$ cat src/hw/out_fm_pkg.sv
/* Widths and packed element types shared across the output feature map store path.
   Modules reference these by scoped name. */
package out_fm_pkg;

    parameter int cw = 16; // Coordinate width
    parameter int dw = 32; // Data word width
    parameter int aw = 24; // Memory word address width

    typedef logic [cw-1:0] coord_t;
    typedef logic [aw-1:0] addr_t;

    // Tile origin in the full output feature map, held for a whole tile
    typedef struct packed {
        coord_t n;
        coord_t row;
        coord_t col;
    } tile_base_t;

    // One legal output element with absolute coordinates
    typedef struct packed {
        logic [dw-1:0] data;
        coord_t        n;
        coord_t        row;
        coord_t        col;
    } out_elem_t;

    // Single word write toward memory
    typedef struct packed {
        addr_t         addr;
        logic [dw-1:0] data;
    } mem_wr_t;

endpackage

$ cat src/hw/nest3_counter.sv
/* Three-level nested index counter for walking a tile in column, row, channel order.
   Advances once per enable and pulses done on the last index of the tile. */
module nest3_counter #(
    parameter int n0_max = 4, // Innermost range, columns
    parameter int n1_max = 4, // Rows
    parameter int n2_max = 2  // Outermost range, channels
) (
    input  logic               clk,
    input  logic               rst,
    input  logic               ena,
    output out_fm_pkg::coord_t cnt0,
    output out_fm_pkg::coord_t cnt1,
    output out_fm_pkg::coord_t cnt2,
    output logic               done
);

    logic last0;
    logic last1;
    logic last2;

    assign last0 = (cnt0 == out_fm_pkg::coord_t'(n0_max - 1));
    assign last1 = (cnt1 == out_fm_pkg::coord_t'(n1_max - 1));
    assign last2 = (cnt2 == out_fm_pkg::coord_t'(n2_max - 1));

    // High together with the enable of the final element
    assign done = ena && last0 && last1 && last2;

    always_ff @(posedge clk or posedge rst) begin
        if (rst) begin
            cnt0 <= '0;
            cnt1 <= '0;
            cnt2 <= '0;
        end else if (ena) begin
            cnt0 <= last0 ? '0 : cnt0 + 1'b1;
            if (last0) begin // Column wrap carries into row
                cnt1 <= last1 ? '0 : cnt1 + 1'b1;
                if (last1) begin
                    cnt2 <= last2 ? '0 : cnt2 + 1'b1;
                end
            end
        end
    end

    // Indices must stay strictly inside their ranges across every wrap
    idx_in_range: assert property (@(posedge clk) disable iff (rst)
        (cnt0 < out_fm_pkg::coord_t'(n0_max)) &&
        (cnt1 < out_fm_pkg::coord_t'(n1_max)) &&
        (cnt2 < out_fm_pkg::coord_t'(n2_max)));

endmodule

$ cat src/hw/out_fm_st_filter.sv
/* Tags each streamed tile element with absolute coordinates and drops the illegal ones.
   One cycle from in_push to push; tile_done lines up with the last element. */
module out_fm_st_filter #(
    parameter int N  = 5,
    parameter int R  = 10,
    parameter int C  = 9,
    parameter int Tn = 2,
    parameter int Tr = 4,
    parameter int Tc = 4,
    parameter int S  = 1,
    parameter int K  = 3
) (
    input  logic                   clk,
    input  logic                   rst,
    input  logic                   in_push,
    input  logic [out_fm_pkg::dw-1:0] in_data,
    input  out_fm_pkg::tile_base_t tile_base,
    output logic                   push,
    output out_fm_pkg::out_elem_t  elem,
    output logic                   tile_done
);

    // Valid output steps once the kernel overhang is removed
    localparam int row_step = ((Tr + S - K) / S) * S;
    localparam int col_step = ((Tc + S - K) / S) * S;
    localparam int r_step   = ((R + S - K) / S) * S;

    out_fm_pkg::coord_t tc;
    out_fm_pkg::coord_t tr;
    out_fm_pkg::coord_t tn;
    out_fm_pkg::coord_t tc_q;
    out_fm_pkg::coord_t tr_q;
    out_fm_pkg::coord_t tn_q;
    logic [out_fm_pkg::dw-1:0] data_q;
    logic push_q;
    logic cnt_done;
    logic legal;

    nest3_counter #(
        .n0_max (Tc),
        .n1_max (Tr),
        .n2_max (Tn)
    ) u_cnt (
        .clk  (clk),
        .rst  (rst),
        .ena  (in_push),
        .cnt0 (tc),
        .cnt1 (tr),
        .cnt2 (tn),
        .done (cnt_done)
    );

    always_ff @(posedge clk or posedge rst) begin
        if (rst) begin
            push_q    <= 1'b0;
            tile_done <= 1'b0;
        end else begin
            push_q    <= in_push;
            tile_done <= cnt_done; // Delayed to match the element stage
        end
    end

    // Indices sampled before the counter steps past them
    always_ff @(posedge clk) begin
        if (in_push) begin
            data_q <= in_data;
            tc_q   <= tc;
            tr_q   <= tr;
            tn_q   <= tn;
        end
    end

    always_comb begin
        elem.data = data_q;
        elem.n    = tile_base.n + tn_q;
        elem.row  = tile_base.row + tr_q;
        elem.col  = tile_base.col + tc_q;
    end

    assign legal = (elem.n < out_fm_pkg::coord_t'(N)) &&
                   (elem.row < out_fm_pkg::coord_t'(r_step)) &&
                   (elem.col < out_fm_pkg::coord_t'(C)) &&
                   (tc_q < out_fm_pkg::coord_t'(col_step)) && // Overlap with next tile
                   (tr_q < out_fm_pkg::coord_t'(row_step));

    assign push = push_q && legal;

endmodule

$ cat src/hw/out_fm_fifo.sv
/* Synchronous FIFO of tagged output elements between the filter and the writer.
   Head is registered on pop; a push while full is dropped and flagged. */
module out_fm_fifo #(
    parameter int fifo_depth = 8
) (
    input  logic                  clk,
    input  logic                  rst,
    input  logic                  push,
    input  out_fm_pkg::out_elem_t din,
    input  logic                  pop,
    output out_fm_pkg::out_elem_t head,
    output logic                  empty,
    output logic                  overflow
);

    localparam int pw = (fifo_depth > 1) ? $clog2(fifo_depth) : 1;

    out_fm_pkg::out_elem_t mem [fifo_depth];

    logic [pw-1:0] wr_ptr;
    logic [pw-1:0] rd_ptr;
    logic [pw:0]   count; // Occupancy, 0 to fifo_depth
    logic          full;
    logic          do_push;
    logic          do_pop;

    function automatic logic [pw-1:0] ptr_inc(input logic [pw-1:0] p);
        return (p == pw'(fifo_depth - 1)) ? '0 : p + 1'b1;
    endfunction

    assign full    = (count == (pw + 1)'(fifo_depth));
    assign empty   = (count == '0);
    assign do_push = push && !full;
    assign do_pop  = pop && !empty;

    always_ff @(posedge clk or posedge rst) begin
        if (rst) begin
            wr_ptr   <= '0;
            rd_ptr   <= '0;
            count    <= '0;
            overflow <= 1'b0;
        end else begin
            if (do_push) begin
                wr_ptr <= ptr_inc(wr_ptr);
            end
            if (do_pop) begin
                rd_ptr <= ptr_inc(rd_ptr);
            end
            case ({do_push, do_pop})
                2'b10:   count <= count + 1'b1;
                2'b01:   count <= count - 1'b1;
                default: count <= count;
            endcase
            if (push && full) begin
                overflow <= 1'b1; // Sticky until reset
            end
        end
    end

    always_ff @(posedge clk) begin
        if (do_push) begin
            mem[wr_ptr] <= din;
        end
        if (do_pop) begin
            head <= mem[rd_ptr];
        end
    end

    // Writer must only pop what is there
    no_pop_empty: assert property (@(posedge clk) disable iff (rst) pop |-> !empty);

    // Filter stream rate must never outrun the drain
    no_push_full: assert property (@(posedge clk) disable iff (rst) push |-> !full);

endmodule

$ cat src/hw/out_fm_wr_ctrl.sv
/* Drains the element FIFO into linear memory writes.
   Pop, head register and write stage form a pipeline; mem_busy holds back new pops. */
module out_fm_wr_ctrl #(
    parameter int N = 5,
    parameter int R = 10,
    parameter int C = 9
) (
    input  logic                  clk,
    input  logic                  rst,
    input  logic                  empty,
    input  out_fm_pkg::out_elem_t head,
    input  logic                  mem_busy,
    output logic                  pop,
    output logic                  mem_wr_en,
    output out_fm_pkg::mem_wr_t   mem_wr
);

    logic        head_vld;  // FIFO head holds a freshly popped element
    logic [31:0] addr_full; // Unwrapped address before narrowing

    // Memory stall only stops new pops, in-flight elements drain
    assign pop = !empty && !mem_busy;

    assign addr_full = (32'(head.n) * 32'(R) + 32'(head.row)) * 32'(C) + 32'(head.col);

    always_ff @(posedge clk or posedge rst) begin
        if (rst) begin
            head_vld  <= 1'b0;
            mem_wr_en <= 1'b0;
        end else begin
            head_vld  <= pop;
            mem_wr_en <= head_vld;
        end
    end

    always_ff @(posedge clk) begin
        if (head_vld) begin
            mem_wr.addr <= out_fm_pkg::addr_t'(addr_full);
            mem_wr.data <= head.data;
        end
    end

    // Coordinates passed by the filter must land inside the output map
    addr_in_map: assert property (@(posedge clk) disable iff (rst)
        head_vld |-> (addr_full < 32'(N * R * C)));

endmodule

$ cat src/hw/out_fm_store.sv
/* Top of the output feature map store path: filter, element FIFO and memory writer.
   Map, tile and kernel dimensions are set here and handed down. */
module out_fm_store #(
    parameter int N          = 5,
    parameter int R          = 10,
    parameter int C          = 9,
    parameter int Tn         = 2,
    parameter int Tr         = 4,
    parameter int Tc         = 4,
    parameter int S          = 1,
    parameter int K          = 3,
    parameter int fifo_depth = 8
) (
    input  logic                      clk,
    input  logic                      rst,
    input  logic                      in_push,
    input  logic [out_fm_pkg::dw-1:0] in_data,
    input  out_fm_pkg::tile_base_t    tile_base,
    input  logic                      mem_busy,
    output logic                      mem_wr_en,
    output out_fm_pkg::mem_wr_t       mem_wr,
    output logic                      tile_done,
    output logic                      overflow
);

    logic                  push;
    out_fm_pkg::out_elem_t elem;
    logic                  pop;
    logic                  empty;
    out_fm_pkg::out_elem_t head;

    out_fm_st_filter #(
        .N  (N),
        .R  (R),
        .C  (C),
        .Tn (Tn),
        .Tr (Tr),
        .Tc (Tc),
        .S  (S),
        .K  (K)
    ) u_filter (
        .clk       (clk),
        .rst       (rst),
        .in_push   (in_push),
        .in_data   (in_data),
        .tile_base (tile_base),
        .push      (push),
        .elem      (elem),
        .tile_done (tile_done)
    );

    out_fm_fifo #(
        .fifo_depth (fifo_depth)
    ) u_fifo (
        .clk      (clk),
        .rst      (rst),
        .push     (push),
        .din      (elem),
        .pop      (pop),
        .head     (head),
        .empty    (empty),
        .overflow (overflow)
    );

    out_fm_wr_ctrl #(
        .N (N),
        .R (R),
        .C (C)
    ) u_wr_ctrl (
        .clk       (clk),
        .rst       (rst),
        .empty     (empty),
        .head      (head),
        .mem_busy  (mem_busy),
        .pop       (pop),
        .mem_wr_en (mem_wr_en),
        .mem_wr    (mem_wr)
    );

endmodule

$ cat config.mk
export PLATFORM = sky130hd
export DESIGN_NAME = out_fm_store
export DESIGN_NICKNAME = d
export VERILOG_FILES = /design/src/hw/out_fm_pkg.sv /design/src/hw/nest3_counter.sv /design/src/hw/out_fm_st_filter.sv /design/src/hw/out_fm_fifo.sv /design/src/hw/out_fm_wr_ctrl.sv /design/src/hw/out_fm_store.sv
export SDC_FILE = /design/constraint.sdc
export NUM_CORES = 1
export LEC_CHECK = 0
export BUFFER_PORTS_ARGS = -buffer_cell sky130_fd_sc_hd__buf_4
export CAP_MARGIN = 20
export CORE_MARGIN = 8
export CORE_UTILIZATION = 41
export CTS_CLUSTER_DIAMETER = 30
export DETAILED_ROUTE_END_ITERATION = 8
export GPL_TIMING_DRIVEN = 0
export PLACE_DENSITY_LB_ADDON = 0.05
export SYNTH_ARGS = -nofsm -noshare
export SYNTH_HDL_FRONTEND = slang
export SYNTH_SLANG_ARGS = --single-unit
$ cat constraint.sdc
create_clock -name clk -period 15.88 [get_ports clk]
set_input_delay 0.794 -clock clk [delete_from_list [all_inputs] [get_ports clk]]
set_output_delay 0.794 -clock clk [all_outputs]
set_load 0.01 [all_outputs]
### Word-level counts from Yosys, hierarchy flattened

Memory sizes are Yosys's and may differ from the RTL's. A register that Yosys moved wholly into a read port is not among the register bits.
Index checks and enable logic that the tools add are counted.

| cells by class | value |
|---|---|
| $add $sub $neg | 12 |
| $mul | 2 |
| div/mod/pow operators | 0 |
| order comparisons | 5 |
| eq/ne operators | 8 |
| shifts and indexed selects | 0 |
| muxes and demuxes | 8 |
| bitwise logic cells | 0 |
| reductions and logical operators | 19 |

Operator list:

| kind | count |
|---|---|
| $add 16x1->16 const B | 3 |
| $add 16x16->16 | 3 |
| $mux 16 | 3 |
| $eq 16x2->1 const B | 2 |
| $lt 16x2->1 const B | 2 |
| $lt 16x4->1 const B | 2 |
| $mul 32x4->24 const B | 1 |
| $add 24x16->24 | 1 |
| $add 20x16->21 | 1 |
| $mul 16x3->19 const B | 1 |
| $eq 16x1->1 const B | 1 |
| $lt 16x3->1 const B | 1 |
| $logic_and 1x1->1 | 12 |
| $pmux 4 s2 | 1 |
| $add 3x1->3 const B | 2 |
| $eq 3x3->1 const B | 2 |
| $mux 3 | 2 |
| $add 4x1->4 const B | 1 |
| $eq 4x4->1 const B | 1 |
| $logic_not 4->1 | 1 |
| $sub 4x1->4 const B | 1 |
| $logic_not 1->1 | 3 |
| $reduce_and 3->1 | 1 |
| $eq 2x1->1 const B | 1 |
| other kinds (4) | 5 |

| word-level totals | value |
|---|---|
| bits in registers | 199 |
| latch bits | 0 |
| memory bits (writable) | 640 |
| bits in read-only memories | 0 |
| input port bits | 84 |
| output and inout port bits | 59 |
| logic and storage cells | 72 |
| memories kept | 1 |

Memories:

| name | words | bits a word | read ports | clocked after memory_dff | write ports | line | RTL |
|---|---|---|---|---|---|---|---|
| u_fifo.mem | 8 | 80 | 1 | 1 | 1 | out_fm_fifo.sv:18 | `out_fm_pkg::out_elem_t mem [fifo_depth];` |

### Longest topological paths before layout

| logic depth | value |
|---|---|
| depth in word-level cells | 10 |
| mapped depth | 32 |
| gate-level depth less buffers | 32 |

### Modules after synthesis

From an unflattened synthesis, not the netlist that was laid out.

| unflattened totals | value |
|---|---|
| cell total of the unflattened synthesis | 2204 |
| area total of the unflattened synthesis | 39843.2 um2 |

Modules (own cells, without submodules):

| module | times used | cells each | area an instance (um2) | seq. area each (um2) |
|---|---|---|---|---|
| out_fm_fifo | 1 | 1078 | 27527.7 | 21896.0 |
| out_fm_wr_ctrl | 1 | 482 | 5044.8 | 1731.7 |
| out_fm_st_filter | 1 | 396 | 4768.3 | 2452.4 |
| nest3_counter | 1 | 248 | 2502.4 | 1201.2 |

### Least setup slack after synthesis

No wires, ideal clock.

| timing | value |
|---|---|
| kind | input to register |
| start point | input port tile_base[0] in the netlist's numbering |
| end point | memory u_fifo.mem[1][0] in the netlist's numbering (enable) |
| library setup time | 715 ps |
| data arrival time | 11630 ps |
| data required time | 15165 ps |
| setup slack | 3535 ps |
| stages on the path | 13 |
| path buffers | 1 |
| path through | ha_1 fa_1 a211o_1 a2111oi_4 o21bai_2 xnor2_1 o21bai_1 or4_1 or4_1 nor4_4 nand4b_2 buf_6 nor4_1 |

RTL lines:

| what | line | RTL |
|---|---|---|
| start, declared | out_fm_store.sv:18 | `input out_fm_pkg::tile_base_t tile_base,` |
| end, declared | out_fm_fifo.sv:18 |  |

### Worst setup path in the final report

| timing | value |
|---|---|
| start point | register, netlist name u_fifo.head[33] |
| end point | register, netlist name u_wr_ctrl.mem_wr[53] |

| on the way | value |
|---|---|
| word-level cells in the longest chain between the ends | 4 |

Ends and longest elaborated chain:

| what | line | RTL |
|---|---|---|
| $mul 16x3->19 | out_fm_wr_ctrl.sv:24 | `assign addr_full = (32'(head.n) * 32'(R) + 32'(head.row)) * 32'(C) + 32'(head.col);` |
| $add 20x16->21 | out_fm_wr_ctrl.sv:24 |  |
| $mul 32x4->24 | out_fm_wr_ctrl.sv:24 |  |
| $add 24x16->24 | out_fm_wr_ctrl.sv:24 |  |
| net u_wr_ctrl.addr_full[21] | out_fm_wr_ctrl.sv:19 | `logic [31:0] addr_full;` |

The timed path passes the listed nets, and every way through them passes these cells.
A chain may end at the register's enable or synchronous reset.

==> qor.txt <==
Initial DRC count -> 1066
Slowest stage cell, crit path -> o21ai_0
Critical path buffers and inverters -> 4
Reg clk slew, reported paths -> 0.05 ns
Setup TNS -> 0 ns
Startpoint class of the critical path -> flop
Worst slew pin tran -> 1.18 ns
Max-cap violations -> 0
Post-Layout Cell Count -> 4014
Crit-path most repeated cell -> ha_1
Initial antenna violation count -> 1
Routed WL -> 90100 um
CTS Buf Count -> 194
Post-route ant nets -> 0
Most used DFF post-synth -> edfxtp_1
Post-CTS Hold Fix Bufs -> 0
Fillers -> 7655
Synth Register Bits -> 919
Unrepaired setup endpoints after global routing -> no
H-tree Lvls -> 4
Num ports -> 143
CP Capture Type -> flop
Synth unique cells -> 73
DR WL/cell -> 22.4 um
Period utilisation layout -> 42.7%
DIE HEIGHT -> 324 um
DR vias -> 20500
Critical Path Max Stage Delay -> 0.57 ns
Status -> finished clean
Critical path origin -> u_fifo.head[33]
Total gr overflow -> 0
Placed cell areas -> 0.0427 mm2
GRT Util Overall -> 17.4%
Top cells by area, synth -> edfxtp_1 66%, mux4_2 9.3%, ha_1 4.8%, dfrtp_1 4.1%, mux2_2 2.5%
Top-count cell post-synth -> edfxtp_1
Multi-input combinational cell area -> 0.0110 mm2
Root Buffer -> clkbuf_16
Syn_area_per_cell -> 18.2 um2
Sequential element share of the synthesized area -> 70.4%
N_diodes -> 0
# port buffers -> 142
# nets final -> 2837
Drc violations -> 0
Die W -> 324 um
Hold Crit Class -> in -> async
First-pass GRT wire length -> 136000 um
Clock tree buffer depth -> 3
Clock skew -> 0.0416 ns
Die area -> 0.105 mm2
Vias in the first global route -> 22100
Setup CP Type -> reg -> reg
Worst EP required -> 16.42 ns
CP top delay family -> compound AO/OA/AOI/OAI gates
Mapped Cells -> 2127
Fmax -> 148 MHz
Layout cells sized above 1 -> 31.3%
Placed insts -> 3639
RR Startpoint -> u_fifo.head[33]
Critical Path AT -> 7.32 ns
TritonCTS clock tree -> yes
EDFF count, synth -> 856
GP Congestion -> 0.813
Post-CTS Resized -> 0
Hold Slack -> 0.0594 ns
Syn_nets -> 2380
Final Cell Area -> 0.0498 mm2
Max-slew violations -> 0
Slew headroom -> 21.2%
Final setup fails -> 0
Final hold vios -> 0
Post-CTS setup buffer count -> 0
Critical path peak fanout -> 4
Synth top area share -> 66.3%
Core area -> 0.0943 mm2
Post-synth top area cell -> edfxtp_1
Avg Vias per Cell -> 5.11
Number of clock sinks -> 919
Async S/R FF share, synth -> 6.86%
Row count -> 113
Largest net degree at the start of global routing -> 64
Yosys warning total -> 0
DRT Pass-1 Iters -> 5
Register area -> 0.0273 mm2
Min cycle time layout -> 6.78 ns
DP HPWL -> 63200 um
Initial core utilization -> 41.1%
Synthesis-to-finish area growth -> 28.4%
Cell Area, Synth -> 0.0388 mm2
Clock Latency Late Sink -> 0.77 ns
Synth top cells by count -> 856 x edfxtp_1, 160 x mux4_2, 150 x ha_1
==> kinds of logic (layout without fill, tap and decap cells) <==
group | count (synthesis) | in the layout | synth area share (%)
buffers and inverters | 152 | 774 | 1.51
muxes | 251 | 251 | 11.9
DFF | 919 | 919 | 70.4
xor gates and xnor gates | 127 | 127 | 2.87
other | 1 | 1 | 0.00967
AOI/OAI and AO/OA | 218 | 218 | 3.66
adders and majority gates | 169 | 169 | 5.82
and+or+nand+nor | 290 | 290 | 3.85
==> metal layers <==
metal | GRT usage, % | vias up | routed length, um | share of wire, %
met5 | 0 | - | 0 | 0
met4 | 5.67 | 0 | 2080 | 2.3
met3 | 3.92 | 144 | 4130 | 4.6
met2 | 29.7 | 429 | 45000 | 50
met1 | 22.0 | 10500 | 38900 | 43
li1 | - | 9438 | - | -
==> through the flow <==
step,setup WS (ns),utilization (%)
after global routing,8.55,52.8
after CTS,8.99,52.6
after global placement,-6.79,43.9
final,9.10,52.8
after floorplan,3.54,-
after detailed placement,9.03,45.3
==> cell type report <==
| type | instances | share of cell area [%] |
|---|---|---|
| buffer | 51 | 0.415 |
| clock inverter | 145 | 3.79 |
| multi-input combinational | 1056 | 22.1 |
| sequential | 919 | 54.8 |
| timing repair buffer | 261 | 4.90 |
| inverter | 101 | 0.767 |
| tap | 1265 | 3.18 |
| clock buffer | 216 | 10.1 |
==> layout by cell type (no fill, tap or decap), types with 62 or more instances in the layout <==
| master | n |
|---|---|
| ha_1 | 150 |
| mux2_2 | 86 |
| buf_4 | 177 |
| edfxtp_1 | 856 |
| nor2_1 | 92 |
| clkbuf_16 | 197 |
| mux4_2 | 160 |
| inv_1 | 100 |
| a21oi_1 | 63 |
| xnor2_1 | 92 |
| dfrtp_1 | 62 |
==> registers in the layout, indices dropped and copies added, names as in the netlist, 3 cells and up <==
register             cells
u_fifo.mem             640
u_fifo.head             80
u_wr_ctrl.mem_wr        56
u_filter.data_q         32
u_filter.tc_q           16
u_filter.tn_q           16
u_filter.tr_q           16
u_filter.u_cnt.cnt0     16
u_filter.u_cnt.cnt1     16
u_filter.u_cnt.cnt2     16
u_fifo.count             4
u_fifo.rd_ptr            3
u_fifo.wr_ptr            3
==> path summary, 6_finish.rpt <==
check	end	slack, ns	cells after the start
worst max-delay path	u_wr_ctrl.mem_wr[53]	9.10	29
worst min-delay path	u_fifo.overflow	0.06	2
worst max register to register	u_wr_ctrl.mem_wr[53]	9.10	29
worst min register to register	u_wr_ctrl.mem_wr[26]	0.41	0
max in group asynchronous	u_filter.u_cnt.cnt0[8]	15.20	3
min in group clk	u_filter.data_q[30]	0.21	1
Power is not shown: default switching activity piles up to over one toggle a cycle in this logic, so the estimate is an artifact.
